--- src/source/fir_pkg.sv ---
package fir_pkg;

    // datapath sizes
    localparam int WORD_W   = 16;
    localparam int NUM_TAPS = 4;
    // four 32-bit products need two guard bits
    localparam int ACC_W    = 34;

    // register map, even base addresses
    localparam logic [3:0] ADDR_STATUS = 4'd0;
    localparam logic [3:0] ADDR_RESULT = 4'd2;
    localparam logic [3:0] ADDR_SAMPLE = 4'd4;
    localparam logic [3:0] ADDR_COEF0  = 4'd6;
    localparam logic [3:0] ADDR_LOAD   = 4'd14;

    // htrans encoding, anything other than idle is a transfer
    localparam logic [1:0] HTRANS_IDLE = 2'b00;

    // byte lanes of one register word
    typedef struct packed {
        logic [7:0] hi_byte;
        logic [7:0] lo_byte;
    } reg_bytes_t;

    // halfword accesses use word, byte accesses use bytes
    typedef union packed {
        logic [WORD_W-1:0] word;
        reg_bytes_t        bytes;
    } reg_word_u;

endpackage

--- src/source/fir_ifs.sv ---
`timescale 1ns/1ps

// register block to coefficient loader
interface coeff_if import fir_pkg::*; ();

    logic                        new_coefficient_set;
    logic [WORD_W-1:0]           fir_coefficient;
    logic [$clog2(NUM_TAPS)-1:0] coefficient_num;
    logic                        load_done;

    modport slave (
        output new_coefficient_set, fir_coefficient,
        input  coefficient_num, load_done
    );

    modport loader (
        input  new_coefficient_set, fir_coefficient,
        output coefficient_num, load_done
    );

endinterface

// register block to filter engine
interface sample_if import fir_pkg::*; ();

    logic [WORD_W-1:0] sample_data;
    logic              data_ready;
    logic              modwait;
    logic [WORD_W-1:0] fir_out;
    logic              err;

    modport slave (
        output sample_data, data_ready,
        input  modwait, fir_out, err
    );

    modport engine (
        input  sample_data, data_ready,
        output modwait, fir_out, err
    );

endinterface

--- src/source/ahb_lite_slave.sv ---
`timescale 1ns/1ps

module ahb_lite_slave
    import fir_pkg::*;
(
    input  logic              clk,
    input  logic              n_rst,
    input  logic              hsel,
    input  logic [3:0]        haddr,
    input  logic              hsize,
    input  logic [1:0]        htrans,
    input  logic              hwrite,
    input  logic [WORD_W-1:0] hwdata,
    output logic [WORD_W-1:0] hrdata,
    output logic              hresp,
    coeff_if.slave            cif,
    sample_if.slave           smp
);

    logic       addr_phase;
    logic       data_phase;
    logic [3:0] addr_q;
    logic       write_q;
    logic       size_q;
    logic [2:0] reg_sel;
    logic [1:0] coef_sel;
    logic       sel_coef;
    logic       illegal;
    logic       wr_en;
    logic       load_req;
    logic       ready_q;
    reg_word_u  sample_q;
    reg_word_u  coef_table [NUM_TAPS];
    reg_word_u  status_word;
    reg_word_u  rd_word;

    // merge a write into one register, odd address picks the upper lane
    function automatic reg_word_u lane_write(
        input reg_word_u         cur,
        input logic [WORD_W-1:0] wdata,
        input logic              halfword,
        input logic              upper
    );
        reg_word_u nxt;
        nxt = cur;
        if (halfword) begin
            nxt.word = wdata;
        end else if (upper) begin
            nxt.bytes.hi_byte = wdata[15:8];
        end else begin
            nxt.bytes.lo_byte = wdata[7:0];
        end
        return nxt;
    endfunction

    assign addr_phase = hsel && (htrans != HTRANS_IDLE);

    // halfword slot of the captured address
    assign reg_sel  = addr_q[3:1];
    assign sel_coef = (reg_sel >= ADDR_COEF0[3:1]) && (reg_sel < ADDR_LOAD[3:1]);
    assign coef_sel = 2'(reg_sel - ADDR_COEF0[3:1]);

    // all eight halfword slots are mapped, so only these can fail
    assign illegal = (write_q && (reg_sel == ADDR_STATUS[3:1] || reg_sel == ADDR_RESULT[3:1]))
                  || (!size_q && addr_q == 4'hF);

    assign hresp = data_phase && illegal;
    assign wr_en = data_phase && write_q && !illegal;

    assign status_word.word = {7'b0, smp.err, 6'b0, load_req, smp.modwait};

    always_ff @(posedge clk, negedge n_rst) begin
        if (!n_rst) begin
            data_phase <= 1'b0;
            addr_q     <= '0;
            write_q    <= 1'b0;
            size_q     <= 1'b0;
        end else begin
            data_phase <= addr_phase;
            if (addr_phase) begin
                addr_q  <= haddr;
                write_q <= hwrite;
                size_q  <= hsize;
            end
        end
    end

    always_ff @(posedge clk, negedge n_rst) begin
        if (!n_rst) begin
            sample_q.word <= '0;
            for (int i = 0; i < NUM_TAPS; i++) begin
                coef_table[i].word <= '0;
            end
            load_req <= 1'b0;
            ready_q  <= 1'b0;
        end else begin
            ready_q <= 1'b0;
            if (cif.load_done) begin
                load_req <= 1'b0;
            end
            if (wr_en) begin
                if (reg_sel == ADDR_SAMPLE[3:1]) begin
                    sample_q <= lane_write(sample_q, hwdata, size_q, addr_q[0]);
                    // low byte alone leaves the sample incomplete
                    ready_q  <= size_q || addr_q[0];
                end else if (sel_coef) begin
                    coef_table[coef_sel] <= lane_write(coef_table[coef_sel], hwdata,
                                                       size_q, addr_q[0]);
                end else if (reg_sel == ADDR_LOAD[3:1]) begin
                    load_req <= hwdata[0];
                end
            end
        end
    end

    always_comb begin
        rd_word.word = '0;
        if (reg_sel == ADDR_STATUS[3:1]) begin
            rd_word = status_word;
        end else if (reg_sel == ADDR_RESULT[3:1]) begin
            rd_word.word = smp.fir_out;
        end else if (reg_sel == ADDR_SAMPLE[3:1]) begin
            rd_word = sample_q;
        end else if (sel_coef) begin
            rd_word = coef_table[coef_sel];
        end else begin
            rd_word.word = {{(WORD_W-1){1'b0}}, load_req};
        end
    end

    always_comb begin
        hrdata = '0;
        if (data_phase && !write_q && !illegal) begin
            if (size_q) begin
                hrdata = rd_word.word;
            end else if (addr_q[0]) begin
                hrdata = {rd_word.bytes.hi_byte, 8'h00};
            end else begin
                hrdata = {8'h00, rd_word.bytes.lo_byte};
            end
        end
    end

    assign cif.new_coefficient_set = load_req;
    assign cif.fir_coefficient     = coef_table[cif.coefficient_num].word;
    assign smp.sample_data         = sample_q.word;
    assign smp.data_ready          = ready_q;

    // an erroring access writes no register
    error_changes_no_state: assert property (
        @(posedge clk) disable iff (!n_rst)
        hresp && !cif.load_done |=> $stable(sample_q.word) && $stable(load_req) && !ready_q
    );

endmodule

--- src/source/coefficient_loader.sv ---
`timescale 1ns/1ps

module coefficient_loader
    import fir_pkg::*;
(
    input  logic                        clk,
    input  logic                        n_rst,
    coeff_if.loader                     cif,
    input  logic                        modwait,
    output logic                        loading,
    output logic                        coeff_wr,
    output logic [$clog2(NUM_TAPS)-1:0] coeff_idx,
    output logic [WORD_W-1:0]           coeff_value
);

    localparam logic [1:0] LD_IDLE = 2'd0;
    localparam logic [1:0] LD_LOAD = 2'd1;
    localparam logic [1:0] LD_DONE = 2'd2;
    localparam logic [$clog2(NUM_TAPS)-1:0] LAST_IDX = $clog2(NUM_TAPS)'(NUM_TAPS - 1);

    logic [1:0]                  state;
    logic [1:0]                  state_n;
    logic [$clog2(NUM_TAPS)-1:0] idx_q;
    logic                        start;

    // wait for the engine to finish its current sample
    assign start = (state == LD_IDLE) && cif.new_coefficient_set && !modwait;

    always_comb begin
        state_n = state;
        case (state)
            LD_IDLE: if (start) state_n = LD_LOAD;
            LD_LOAD: if (idx_q == LAST_IDX) state_n = LD_DONE;
            default: state_n = LD_IDLE;
        endcase
    end

    always_ff @(posedge clk, negedge n_rst) begin
        if (!n_rst) begin
            state <= LD_IDLE;
            idx_q <= '0;
        end else begin
            state <= state_n;
            idx_q <= (state == LD_LOAD) ? idx_q + 1'b1 : '0;
        end
    end

    // start is included so a sample arriving on the same edge is refused
    assign loading             = (state != LD_IDLE) || start;
    assign coeff_wr            = (state == LD_LOAD);
    assign coeff_idx           = idx_q;
    assign coeff_value         = cif.fir_coefficient;
    assign cif.coefficient_num = idx_q;
    assign cif.load_done       = (state == LD_DONE);

    coeff_idx_steps: assert property (
        @(posedge clk) disable iff (!n_rst)
        coeff_wr && (coeff_idx != LAST_IDX) |=> coeff_wr && (coeff_idx == $past(coeff_idx) + 1'b1)
    );

endmodule

--- src/source/fir_engine.sv ---
`timescale 1ns/1ps

module fir_engine
    import fir_pkg::*;
(
    input  logic                        clk,
    input  logic                        n_rst,
    input  logic                        loading,
    input  logic                        coeff_wr,
    input  logic [$clog2(NUM_TAPS)-1:0] coeff_idx,
    input  logic [WORD_W-1:0]           coeff_value,
    sample_if.engine                    smp
);

    localparam int TAP_W = $clog2(NUM_TAPS);
    // Q1.15 coefficients, so the result drops 15 fraction bits
    localparam int RES_LSB = WORD_W - 1;
    localparam logic [TAP_W:0] STORE_STEP = NUM_TAPS[TAP_W:0];

    logic [WORD_W-1:0]   coef_q [NUM_TAPS];
    logic [WORD_W-1:0]   hist_q [NUM_TAPS];
    logic [ACC_W-1:0]    acc_q;
    logic [TAP_W:0]      step_q;
    logic                busy_q;
    logic                loading_q;
    logic [WORD_W-1:0]   fir_out_q;
    logic                err_q;
    logic                accept;
    logic                drop;
    logic [2*WORD_W-1:0] product;
    logic                overflow;

    assign accept   = smp.data_ready && !busy_q && !loading;
    assign drop     = smp.data_ready && !accept;
    assign product  = hist_q[step_q[TAP_W-1:0]] * coef_q[step_q[TAP_W-1:0]];
    // anything above bit 30 would not fit after the shift
    assign overflow = |acc_q[ACC_W-1:RES_LSB+WORD_W];

    always_ff @(posedge clk, negedge n_rst) begin
        if (!n_rst) begin
            for (int i = 0; i < NUM_TAPS; i++) begin
                coef_q[i] <= '0;
            end
        end else if (coeff_wr) begin
            coef_q[coeff_idx] <= coeff_value;
        end
    end

    // newest sample at index 0
    always_ff @(posedge clk, negedge n_rst) begin
        if (!n_rst) begin
            for (int i = 0; i < NUM_TAPS; i++) begin
                hist_q[i] <= '0;
            end
        end else if (accept) begin
            hist_q[0] <= smp.sample_data;
            for (int i = 1; i < NUM_TAPS; i++) begin
                hist_q[i] <= hist_q[i-1];
            end
        end
    end

    always_ff @(posedge clk, negedge n_rst) begin
        if (!n_rst) begin
            busy_q    <= 1'b0;
            loading_q <= 1'b0;
            step_q    <= '0;
            acc_q     <= '0;
            fir_out_q <= '0;
            err_q     <= 1'b0;
        end else begin
            loading_q <= loading;
            if (accept) begin
                busy_q <= 1'b1;
                step_q <= '0;
                acc_q  <= '0;
                err_q  <= 1'b0;
            end else if (busy_q) begin
                if (step_q < STORE_STEP) begin
                    acc_q  <= acc_q + ACC_W'(product);
                    step_q <= step_q + 1'b1;
                end else begin
                    // saturate and store, busy drops on this edge
                    busy_q    <= 1'b0;
                    fir_out_q <= overflow ? '1 : acc_q[RES_LSB +: WORD_W];
                    if (overflow) begin
                        err_q <= 1'b1;
                    end
                end
            end
            if (drop) begin
                err_q <= 1'b1;
            end
        end
    end

    assign smp.modwait = busy_q || loading_q;
    assign smp.fir_out = fir_out_q;
    assign smp.err     = err_q;

    no_coeff_wr_while_busy: assert property (
        @(posedge clk) disable iff (!n_rst)
        busy_q |-> !coeff_wr
    );

endmodule

--- src/source/ahb_lite_fir_filter.sv ---
`timescale 1ns/1ps

module ahb_lite_fir_filter
    import fir_pkg::*;
(
    input  logic              clk,
    input  logic              n_rst,
    input  logic              hsel,
    input  logic [3:0]        haddr,
    input  logic              hsize,
    input  logic [1:0]        htrans,
    input  logic              hwrite,
    input  logic [WORD_W-1:0] hwdata,
    output logic [WORD_W-1:0] hrdata,
    output logic              hresp
);

    // loader to engine
    logic                        loading;
    logic                        coeff_wr;
    logic [$clog2(NUM_TAPS)-1:0] coeff_idx;
    logic [WORD_W-1:0]           coeff_value;

    coeff_if  cif ();
    sample_if smp ();

    ahb_lite_slave u_slave (
        .clk    (clk),
        .n_rst  (n_rst),
        .hsel   (hsel),
        .haddr  (haddr),
        .hsize  (hsize),
        .htrans (htrans),
        .hwrite (hwrite),
        .hwdata (hwdata),
        .hrdata (hrdata),
        .hresp  (hresp),
        .cif    (cif.slave),
        .smp    (smp.slave)
    );

    coefficient_loader u_loader (
        .clk         (clk),
        .n_rst       (n_rst),
        .cif         (cif.loader),
        .modwait     (smp.modwait),
        .loading     (loading),
        .coeff_wr    (coeff_wr),
        .coeff_idx   (coeff_idx),
        .coeff_value (coeff_value)
    );

    fir_engine u_engine (
        .clk         (clk),
        .n_rst       (n_rst),
        .loading     (loading),
        .coeff_wr    (coeff_wr),
        .coeff_idx   (coeff_idx),
        .coeff_value (coeff_value),
        .smp         (smp.engine)
    );

endmodule

--- config.mk ---
export PLATFORM = sky130hd
export DESIGN_NAME = ahb_lite_fir_filter
export DESIGN_NICKNAME = d
export VERILOG_FILES = /design/src/source/fir_pkg.sv /design/src/source/fir_ifs.sv /design/src/source/ahb_lite_slave.sv /design/src/source/coefficient_loader.sv /design/src/source/fir_engine.sv /design/src/source/ahb_lite_fir_filter.sv
export SDC_FILE = /design/constraint.sdc
export NUM_CORES = 1
export LEC_CHECK = 0
export BUFFER_PORTS_ARGS = -buffer_cell sky130_fd_sc_hd__buf_4
export CORE_MARGIN = 2
export CORE_UTILIZATION = 30
export CTS_BUF_LIST = sky130_fd_sc_hd__clkbuf_4 sky130_fd_sc_hd__clkbuf_8 sky130_fd_sc_hd__clkbuf_16
export DETAILED_ROUTE_END_ITERATION = 6
export HOLD_SLACK_MARGIN = 0.03
export PLACE_DENSITY = 0.5
export SYNTH_ARGS = -nofsm -noshare
export SYNTH_HDL_FRONTEND = slang
export SYNTH_SLANG_ARGS = --single-unit
--- constraint.sdc ---
create_clock -name clk -period 8.58 [get_ports clk]
set_clock_uncertainty 0.2 [all_clocks]
set_input_delay 1.716 -clock clk [delete_from_list [all_inputs] [get_ports clk]]
set_output_delay 1.716 -clock clk [all_outputs]
set_load 0.02 [all_outputs]
==> flow_metrics.py, run 1 <==
metrics = {
    "outcome": {
        "status": "complete, no violations",
    },
    "sta": {
        "post-route-period-util_pct": 89.62,
        "tightest_slew_ns": 1.162,
        "clock.fmax_ghz": 0.1301,
        "rsz0062_at_grt": "no",
        "fin_setup_tns_ns": 0,
        "slew_headroom_pct": 22.06,
        "layout_min_cycle_time_ns": 7.689,
        "finalSetupViolCount": 0,
        "hold_violations": 0,
        "drv_slew": 0,
    },
    "clock_tree": {
        "cts_buffers": 35,
        "cts_resized": 0,
        "clk_path_buf_depth": 3,
        "ctsRootBufferMaster": "clkbuf_16",
        "cts_tree": "built",
        "h-tree-depth": 2,
        "insertion_delay_ns": 0.56,
        "clock_sinks": 277,
        "hold_buffers": 0,
        "cts_setup_buffers": 0,
        "cts.reportedPaths.clkPinSlew_ns": 0.06,
    },
    "logic_synthesis": {
        "synth_top_area_share_pct": 31.21,
        "synth.area.top_cells": "dfrtp_1, fa_1, mux2_2",
        "syn-num-nets": 2539,
        "ys_seq_area_share_pct": 31.21,
        "syn_area_sq_mm": 0.02221,
        "async_flop_share_pct": 100.0,
        "syn_avg_cell_area_sq_um": 10.24,
        "ys_warn_count": 0,
        "synthCells": 2170,
        "synth-seq-cells": 277,
        "synth_edf_count": 0,
        "synthDistinctLibCells": 63,
        "yosysTopAreaCell": "dfrtp_1",
        "synth_top_flop_cell": "dfrtp_1",
    },
    "worst_setup_path": {
        "reg2reg_to": "u_engine.acc_q[32]",
        "worstPathRequired_ns": 8.79,
        "startpoint_type": "flop",
        "r2r_cells": 21,
        "r2r-start": "u_engine.step_q[1]",
        "crit_fanout": 32,
        "crit_type": "reg2reg",
        "crit_arrival_ns": 7.90,
        "worst_setup_path_end_kind": "flop",
        "r2r_slack_ns": 0.89,
    },
    "cells_and_area": {
        "nets": 2544,
        "drive_above_1_share_pct": 15.90,
        "nFillCells": 7463,
        "diodes": 0,
        "area_growth_pct": 11.47,
    },
    "drt": {
        "drt_wl_total_microns": 60200,
        "vias": 15525,
        "ant_nets": 0,
        "drc_errors": 0,
        "viasPerCell": 4.913,
        "drtIter0Drc": 955,
        "drtPass1Iterations": 6,
        "wl_per_cell_microns": 19.05,
    },
    "floorplanning": {
        "ios": 44,
        "initial_core_util_pct": 30.39,
        "coreArea_sq_mm": 0.07308,
        "die_w_microns": 276.1,
        "chipHeight_microns": 276.1,
        "rows": 99,
        "die_area_sq_mm": 0.07623,
    },
    "global_route": {
        "antenna_found_initial": 2,
        "grt_pass1_wl_microns": 96720,
        "grt_overflow_total": 0,
        "grt_usage_pct": 16.20,
        "first_global_vias": 16789,
        "grt_max_degree": 173,
    },
    "worst_hold_path": {
        "min-delay-start": "u_loader.state[1]",
        "hp-class": "reg2reg",
        "min_delay_path_depth": 1,
        "whs_endpoint": "u_loader.state[0]",
    },
    "placed_design": {
        "gp_congestion": 0.8357,
        "place_hpwl_microns": 45060,
        "portBuffers": 43,
    },
    "job": {
        "drv_cap": 0,
    },
}
how the worst max path moves through the flow:
stage                         end  cells after the start  slack, ns          startpoint
6_report       u_engine.acc_q[32]                     21       0.89  u_engine.step_q[1]
5_1_grt        u_engine.acc_q[32]                     21       0.49  u_engine.step_q[1]
4_1_cts        u_engine.acc_q[32]                     23       0.93  u_engine.step_q[0]
3_5_place_dp   u_engine.acc_q[32]                     23       0.93  u_engine.step_q[0]
3_3_place_gp   u_engine.acc_q[32]                     21       1.13  u_engine.step_q[1]
2_1_floorplan  u_engine.acc_q[22]                     27       1.52  u_engine.step_q[0]
per-layer routing:
| metal | share of wire, % | up-vias | global-route usage (%) | routed length, microns |
|---|---|---|---|---|
| li1 | - | 7018 | - | - |
| met1 | 45 | 8075 | 21.82 | 27330 |
| met2 | 47 | 350 | 27.18 | 28570 |
| met3 | 4.8 | 82 | 2.611 | 2875 |
| met4 | 2.4 | 0 | 4.105 | 1429 |
| met5 | 0 | - | 0 | 0 |
layout by cell type, fill, tap and decap left out, drive strengths merged, types with 12 or more instances in the layout:
| master | netlist | layout |
|---|---|---|
| inv | 366 | 369 |
| nand2 | 322 | 322 |
| dfrtp | 277 | 277 |
| fa | 226 | 226 |
| mux2 | 158 | 158 |
| ha | 116 | 116 |
| nor2 | 110 | 110 |
| o21ai | 109 | 109 |
| buf | 16 | 62 |
| and2 | 55 | 55 |
| clkbuf | 78 | 50 |
| mux4 | 49 | 49 |
| nand3 | 32 | 32 |
| mux2i | 30 | 30 |
| a21oi | 29 | 29 |
| a21o | 22 | 22 |
| xor2 | 18 | 18 |
| o21a | 17 | 17 |
| a211oi | 17 | 17 |
| a22oi | 14 | 14 |
| o211ai | 12 | 12 |
stage by stage:
| stage | cell area [sq um] | util (%) | setup slack, ns | instances | hold WS [ns] |
|---|---|---|---|---|---|
| after global placement | 23570 | 32.25 | 1.130 | 3097 | 0.2743 |
| after CTS | 24760 | 33.88 | 0.9282 | 3160 | 0.2882 |
| after floorplan | 22210 | - | 1.517 | 2170 | 0.2428 |
| after detailed placement | 23570 | 32.25 | 0.9265 | 3097 | 0.2782 |
| after global routing | 24760 | 33.88 | 0.4926 | 3160 | 0.3122 |
| final | 24760 | 33.88 | 0.8910 | 3160 | 0.2793 |
cell type report:
class / count / area [sq um] / share of cell area [%]
flip-flops and latches: 277 / 6934 / 28.00
inverters: 367 / 1378 / 5.563
clock inverters: 13 / 145.1 / 0.5862
repair buffers: 62 / 498.0 / 2.011
clock buffers: 50 / 1045 / 4.219
multi-input cells: 1432 / 13560 / 54.77
well taps: 959 / 1200 / 4.846
logic make-up after synthesis:
logic type / Yosys count / share of synthesized area (%)
xor+xnor: 26 / 1.025
buf+inv: 461 / 7.852
flops: 277 / 31.21
mux: 237 / 14.33
simple gates: 555 / 10.60
compound gates: 272 / 8.083
fa+ha+maj: 342 / 26.90
synth_stat cells, drive strengths merged, types with 5 or more instances:
master  instances
inv           366
nand2         322
dfrtp         277
fa            226
mux2          158
ha            116
nor2          110
o21ai         109
clkbuf         78
and2           55
mux4           49
nand3          32
mux2i          30
a21oi          29
a21o           22
xor2           18
a211oi         17
o21a           17
buf            16
a22oi          14
o211ai         12
o22ai          11
nor2b          10
xnor2           8
nand2b          7
o21bai          7
a31oi           5
and3            5
sequential cells by signal, summed over array words and instances, names as in the netlist:
| register | flops |
|---|---|
| u_slave.smp.sample_data | 16 |
| u_slave.size_q | 1 |
| u_loader.cif.coefficient_num | 2 |
| u_engine.smp.fir_out | 16 |
| u_slave.smp.data_ready | 1 |
| u_loader.state | 2 |
| u_engine.smp.err | 1 |
| u_engine.loading_q | 1 |
| u_slave.coef_table | 64 |
| u_slave.data_phase | 1 |
| u_engine.hist_q | 64 |
| u_slave.cif.new_coefficient_set | 1 |
| u_engine.coef_q | 64 |
| u_engine.step_q | 3 |
| u_engine.busy_q | 1 |
| u_engine.acc_q | 34 |
| u_slave.addr_q | 4 |
| u_slave.write_q | 1 |
worst max-delay path, cell delays in order (launching register included):
cell      delay [ns]
dfrtp_2         0.86
buf_4           0.40
o21a_1          0.56
nand2_1         0.16
fa_1            0.51
fa_1            0.57
fa_1            0.47
fa_1            0.56
inv_1           0.05
fa_1            0.47
inv_1           0.05
fa_1            0.48
inv_1           0.04
ha_1            0.34
a21oi_1         0.21
and2_1          0.24
o311ai_1        0.15
a21oi_1         0.35
o21ai_1         0.24
a311oi_1        0.37
xor2_1          0.18
o21ai_0         0.08
Power of run 1 is left out: the tool's default activity adds up to more than one toggle a clock period on the data nets, which glitch-free logic cannot reach.
==> inputs of run 2 (changes only) <==
--- a/config.mk
+++ b/config.mk
@@ -5,8 +5,8 @@
 export SDC_FILE = /design/constraint.sdc
 export NUM_CORES = 1
 export LEC_CHECK = 0
+export ABC_AREA = 1
 export BUFFER_PORTS_ARGS = -buffer_cell sky130_fd_sc_hd__buf_4
-export CORE_MARGIN = 2
 export CORE_UTILIZATION = 30
 export CTS_BUF_LIST = sky130_fd_sc_hd__clkbuf_4 sky130_fd_sc_hd__clkbuf_8 sky130_fd_sc_hd__clkbuf_16
 export DETAILED_ROUTE_END_ITERATION = 6
@@ -15,3 +15,4 @@
 export SYNTH_ARGS = -nofsm -noshare
 export SYNTH_HDL_FRONTEND = slang
 export SYNTH_SLANG_ARGS = --single-unit
+export TNS_END_PERCENT = 100
==> flow_metrics.py, run 2 <==
metrics = {
    "outcome": {
        "status": "complete, no violations",
    },
    "worst_setup_path": {
        "worst_setup_path_end_kind": "flop",
        "worstPathRequired_ns": 8.81,
        "crit_type": "reg2reg",
        "r2r_slack_ns": 1.40,
        "cp_slowest_stage_delay_ns": 0.54,
        "cpMostUsedCell": "fa_1",
        "startpoint_type": "flop",
        "critPathBufInv": 7,
        "critical-path-top-delay-family": "adder cells",
        "crit_fanout": 34,
        "crit_arrival_ns": 7.41,
        "crit_slowest_cell": "fa_1",
    },
    "drt": {
        "vias": 19036,
        "viasPerCell": 4.650,
        "drt_wl_total_microns": 71970,
        "drtIter0Drc": 1406,
        "drc_errors": 0,
        "drtPass1Iterations": 7,
        "wl_per_cell_microns": 17.58,
        "ant_nets": 0,
    },
    "floorplanning": {
        "ios": 44,
        "chipHeight_microns": 279.8,
        "coreArea_sq_mm": 0.07620,
        "initial_core_util_pct": 30.38,
        "die_w_microns": 279.8,
        "rows": 101,
        "die_area_sq_mm": 0.07829,
    },
    "worst_hold_path": {
        "hp-class": "reg2reg",
    },
    "logic_synthesis": {
        "async_flop_share_pct": 100.0,
        "synth_top_flop_cell": "dfrtp_1",
        "yosysTopAreaCell": "dfrtp_1",
        "ys_seq_area_share_pct": 29.94,
        "syn_area_sq_mm": 0.02315,
        "ys_warn_count": 0,
        "synth_commonest_cells": "nand2_1, inv_1, nor2_1, dfrtp_1, fa_1",
        "synth_top_area_share_pct": 29.94,
        "synth-seq-cells": 277,
        "synthCells": 3024,
        "syn_avg_cell_area_sq_um": 7.657,
        "synth_edf_count": 0,
        "synth.area.top_cells": "dfrtp_1, fa_1, nand2_1",
        "synthDistinctLibCells": 40,
        "syn-num-nets": 3393,
        "synth.most_common_cell": "nand2_1",
    },
    "clock_tree": {
        "cts_buffers": 35,
        "cts_tree": "built",
        "cts_setup_buffers": 0,
        "cts.reportedPaths.clkPinSlew_ns": 0.06,
        "insertion_delay_ns": 0.57,
        "ctsRootBufferMaster": "clkbuf_16",
        "clk_path_buf_depth": 3,
        "clock_sinks": 277,
        "cts_resized": 0,
        "hold_buffers": 0,
        "h-tree-depth": 2,
    },
    "cells_and_area": {
        "nFillCells": 8211,
        "nets": 3407,
        "drive_above_1_share_pct": 6.107,
        "final_common_cell": "nand2_1",
        "largest_registers": "u_engine.coef_q (64), u_engine.hist_q (64), u_slave.coef_table (64)",
        "multiInputGateArea_sq_mm": 0.01347,
        "register_area_sq_mm": 0.006933,
        "area_growth_pct": 11.41,
        "final_cell_mix": "nand2_1, inv_1, nor2_1",
    },
    "sta": {
        "finalSetupViolCount": 0,
        "hold_violations": 0,
        "layout_min_cycle_time_ns": 7.175,
        "post-route-period-util_pct": 83.63,
        "tightest_slew_ns": 1.138,
        "slew_headroom_pct": 24.11,
        "clock.fmax_ghz": 0.1394,
        "drv_slew": 0,
        "fin_setup_tns_ns": 0,
        "rsz0062_at_grt": "no",
    },
    "global_route": {
        "first_global_vias": 19007,
        "grt_usage_pct": 18.95,
        "grt_pass1_wl_microns": 113000,
        "grt_overflow_total": 0,
        "grt_max_degree": 131,
        "antenna_found_initial": 0,
    },
    "placed_design": {
        "gp_congestion": 0.8766,
        "place_hpwl_microns": 53670,
        "portBuffers": 43,
    },
    "job": {
        "drv_cap": 0,
    },
}
[run 2: cell count changes in the layout (fill, tap and decap cells not counted), moves of 26 or more]
| cell | change |
|---|---|
| a21oi_1 | +77 |
| a32oi_1 | +26 |
| mux2_2 | -158 |
| mux4_2 | -49 |
| nor2_1 | +172 |
| inv_1 | +215 |
| o21ai_0 | +103 |
| mux2i_1 | -30 |
| and2_1 | -52 |
| nand2_1 | +585 |
| buf_4 | +29 |
[run 2: metrics by stage]
step / utilization [%] / worst slack (ns) / hold WS (ns) / cell area, sq um / std cells
finish: 33.85 / 1.405 / 0.2818 / 25790 / 4094
global route: 33.84 / 0.8868 / 0.2987 / 25790 / 4092
CTS: 33.84 / 1.366 / 0.2814 / 25790 / 4092
detailed placement: 32.29 / 1.413 / 0.2664 / 24610 / 4031
global placement: 32.29 / 1.505 / 0.2661 / 24610 / 4031
floorplan: - / 2.548 / 0.2488 / 23150 / 3024
[run 2: cell families after synthesis]
group	synth area share, %
xor+xnor	0.3783
flops	29.94
buf+inv	11.94
fa+ha+maj	25.81
compound gates	10.22
simple gates	21.72
[run 2: area by class of cell]
type | instances | area share (%)
clock buffers | 50 | 3.977
flip-flops and latches | 277 | 26.88
multi-input cells | 2041 | 52.20
repair buffers | 90 | 2.697
inverters | 593 | 8.629
clock inverters | 11 | 0.6015
diodes | 2 | 0.01940
well taps | 1030 | 4.996
[run 2: final timing paths]
check / from / endpoint / cells past startpoint
setup / recovery: u_engine.step_q[1] / u_engine.acc_q[19] / 26
max in group asynchronous: n_rst / u_engine.coef_q[11] / 2
setup reg to reg: u_engine.step_q[1] / u_engine.acc_q[19] / 26
hold reg to reg: u_engine.coef_q[7] / u_engine.coef_q[7] / 2
hold / removal: u_engine.coef_q[7] / u_engine.coef_q[7] / 2
min in group asynchronous: n_rst / u_slave.coef_table[28] / 1
[run 2: worst min-delay path, stage by stage, from the launching register on]
cell and delay (ns):
dfrtp_1 0.34, nand2_1 0.05, o21ai_0 0.06
[run 2: routing by layer]
layer	vias up	share of wire [%]	track usage (%)	wire length (microns)
met2	524	45	29.74	32150
met4	0	3.0	5.941	2184
met3	97	5.6	2.927	4044
met5	-	0	0	0
li1	9211	-	-	-
met1	9204	47	26.66	33590
Power of run 2 is left out for the same reason.
==> inputs of run 3 (changes only) <==
--- a/config.mk
+++ b/config.mk
@@ -11,7 +11,7 @@
 export CTS_BUF_LIST = sky130_fd_sc_hd__clkbuf_4 sky130_fd_sc_hd__clkbuf_8 sky130_fd_sc_hd__clkbuf_16
 export DETAILED_ROUTE_END_ITERATION = 6
 export HOLD_SLACK_MARGIN = 0.03
-export PLACE_DENSITY = 0.5
+export PLACE_DENSITY = 0.52
 export SYNTH_ARGS = -nofsm -noshare
 export SYNTH_HDL_FRONTEND = slang
 export SYNTH_SLANG_ARGS = --single-unit
==> constraint.sdc (replaced) <==
create_clock -name clk -period 6.15 [get_ports clk]
set_clock_uncertainty 0.2 [all_clocks]
set_input_delay 1.23 -clock clk [delete_from_list [all_inputs] [get_ports clk]]
set_output_delay 1.23 -clock clk [all_outputs]
set_load 0.02 [all_outputs]
==> flow_metrics.py, run 3 (synthesized netlist as in run 2, its figures left out) <==
metrics = {
    "outcome": {
        "status": "finished with violations",
        "violations": "negative setup slack",
    },
    "sta": {
        "hold_violations": 0,
        "tightest_slew_ns": 1.191,
        "slew_headroom_pct": 20.53,
        "layout_min_cycle_time_ns": 6.264,
        "post-route-period-util_pct": 101.9,
        "rsz0062_at_grt": "yes",
        "finalSetupViolCount": 17,
        "clock.fmax_ghz": 0.1596,
        "drv_slew": 0,
        "fin_ws_ns": -0.1144,
    },
    "clock_tree": {
        "h-tree-depth": 2,
        "clk_path_buf_depth": 3,
        "ctsRootBufferMaster": "clkbuf_16",
        "cts_buffers": 37,
        "insertion_delay_ns": 0.58,
        "cts_tree": "built",
        "cts.reportedPaths.clkPinSlew_ns": 0.06,
        "clock_sinks": 277,
        "hold_buffers": 0,
    },
    "global_route": {
        "first_global_vias": 20069,
        "grt_pass1_wl_microns": 117300,
        "grt_overflow_total": 0,
        "grt_usage_pct": 19.48,
        "grt_max_degree": 121,
        "antenna_found_initial": 0,
    },
    "drt": {
        "ant_nets": 0,
        "wl_per_cell_microns": 17.21,
        "drc_errors": 0,
        "viasPerCell": 4.648,
        "drt_wl_total_microns": 74080,
        "vias": 20007,
        "drtIter0Drc": 1491,
        "drtPass1Iterations": 5,
    },
    "worst_setup_path": {
        "cp_slowest_stage_delay_ns": 0.66,
        "crit_arrival_ns": 6.53,
        "reg2reg_to": "u_engine.acc_q[31]",
        "startpoint_type": "flop",
        "r2r_slack_ns": -0.11,
        "crit_type": "reg2reg",
        "worstPathRequired_ns": 6.42,
        "r2r_cells": 28,
        "r2r-start": "u_engine.step_q[0]",
        "crit_slowest_cell": "fa_2",
        "worst_setup_path_end_kind": "flop",
        "crit_fanout": 22,
    },
    "placed_design": {
        "gp_congestion": 0.9044,
        "place_hpwl_microns": 55580,
        "portBuffers": 43,
        "dp_cells": 4201,
    },
    "floorplanning": {
        "rows": 101,
        "coreArea_sq_mm": 0.07620,
        "die_area_sq_mm": 0.07829,
        "ios": 44,
        "chipHeight_microns": 279.8,
        "initial_core_util_pct": 30.38,
        "die_w_microns": 279.8,
    },
    "worst_hold_path": {
        "min_delay_path_depth": 2,
        "hp-class": "reg2reg",
        "whs_endpoint": "u_engine.hist_q[54]",
        "min-delay-start": "u_engine.hist_q[54]",
    },
    "cells_and_area": {
        "stdcell_count": 4304,
        "largest_registers": "u_engine.coef_q (64), u_engine.hist_q (64), u_slave.coef_table (64)",
        "area_growth_pct": 23.71,
        "diodes": 0,
        "final_common_cell": "nand2_1",
        "final_cell_mix": "nand2_1, inv_1, dfrtp_1",
        "drive_above_1_share_pct": 17.14,
        "nets": 3620,
    },
    "job": {
        "drv_cap": 0,
    },
}
run 3: per-layer routing:
layer	up-vias	routed length, microns	GRT usage, %
met1	9744	34090	27.02
met3	94	4163	2.869
li1	9651	-	-
met4	0	2104	5.969
met2	518	33720	31.21
met5	-	0	0
run 3: final cells by class:
| type | count | area, sq um |
|---|---|---|
| repair buffers | 301 | 2690 |
| well taps | 1030 | 1289 |
| clock buffers | 48 | 1040 |
| inverters | 593 | 2257 |
| flip-flops and latches | 277 | 6933 |
| fillers | 7972 | 47560 |
| multi-input cells | 2041 | 14280 |
| clock inverters | 14 | 158.9 |
run 3: worst max-delay path by stage:
stage	end	cells after the start	from	slack, ns
2_1_floorplan	u_engine.acc_q[19]	26	u_engine.step_q[0]	0.12
3_3_place_gp	u_engine.acc_q[22]	29	u_engine.step_q[0]	-0.38
3_5_place_dp	u_engine.acc_q[30]	26	u_engine.step_q[0]	-0.36
4_1_cts	u_engine.acc_q[26]	29	u_engine.step_q[0]	-0.09
5_1_grt	u_engine.acc_q[33]	30	u_engine.step_q[0]	-0.40
6_report	u_engine.acc_q[31]	28	u_engine.step_q[0]	-0.11
run 3: critical path, delay by kind of cell, from the launching register on:
kind            cells  cell delay [ns]
simple gates       11             0.94
buf+inv             9             0.91
flops               1             0.47
compound gates      1             0.26
fa+ha+maj           7             3.38
run 3: per-stage QoR:
stage | worst slack, ns | utilization [%] | hold WS [ns] | setup TNS [ns] | cell area (sq um)
after global placement | -0.3759 | 34.20 | 0.2667 | -5.222 | 26060
after floorplan | 0.1180 | - | 0.2488 | 0 | 23150
after detailed placement | -0.3551 | 34.20 | 0.2675 | -4.974 | 26060
final | -0.1144 | 37.59 | 0.2808 | -1.164 | 28640
after global routing | -0.4044 | 37.59 | 0.3049 | -7.289 | 28640
after CTS | -0.08535 | 37.35 | 0.2833 | -0.5747 | 28460
run 3: repair_timing:
action | CTS | global route
buffers inserted | 32 | 5
gates cloned | 5 | 0
pin swaps | 35 | 7
endpoints found under the setup margin | 22 | 26
resized for setup | 205 | 34
hold endpoints to repair | 0 | 0
Power of run 3 is left out for the same reason.
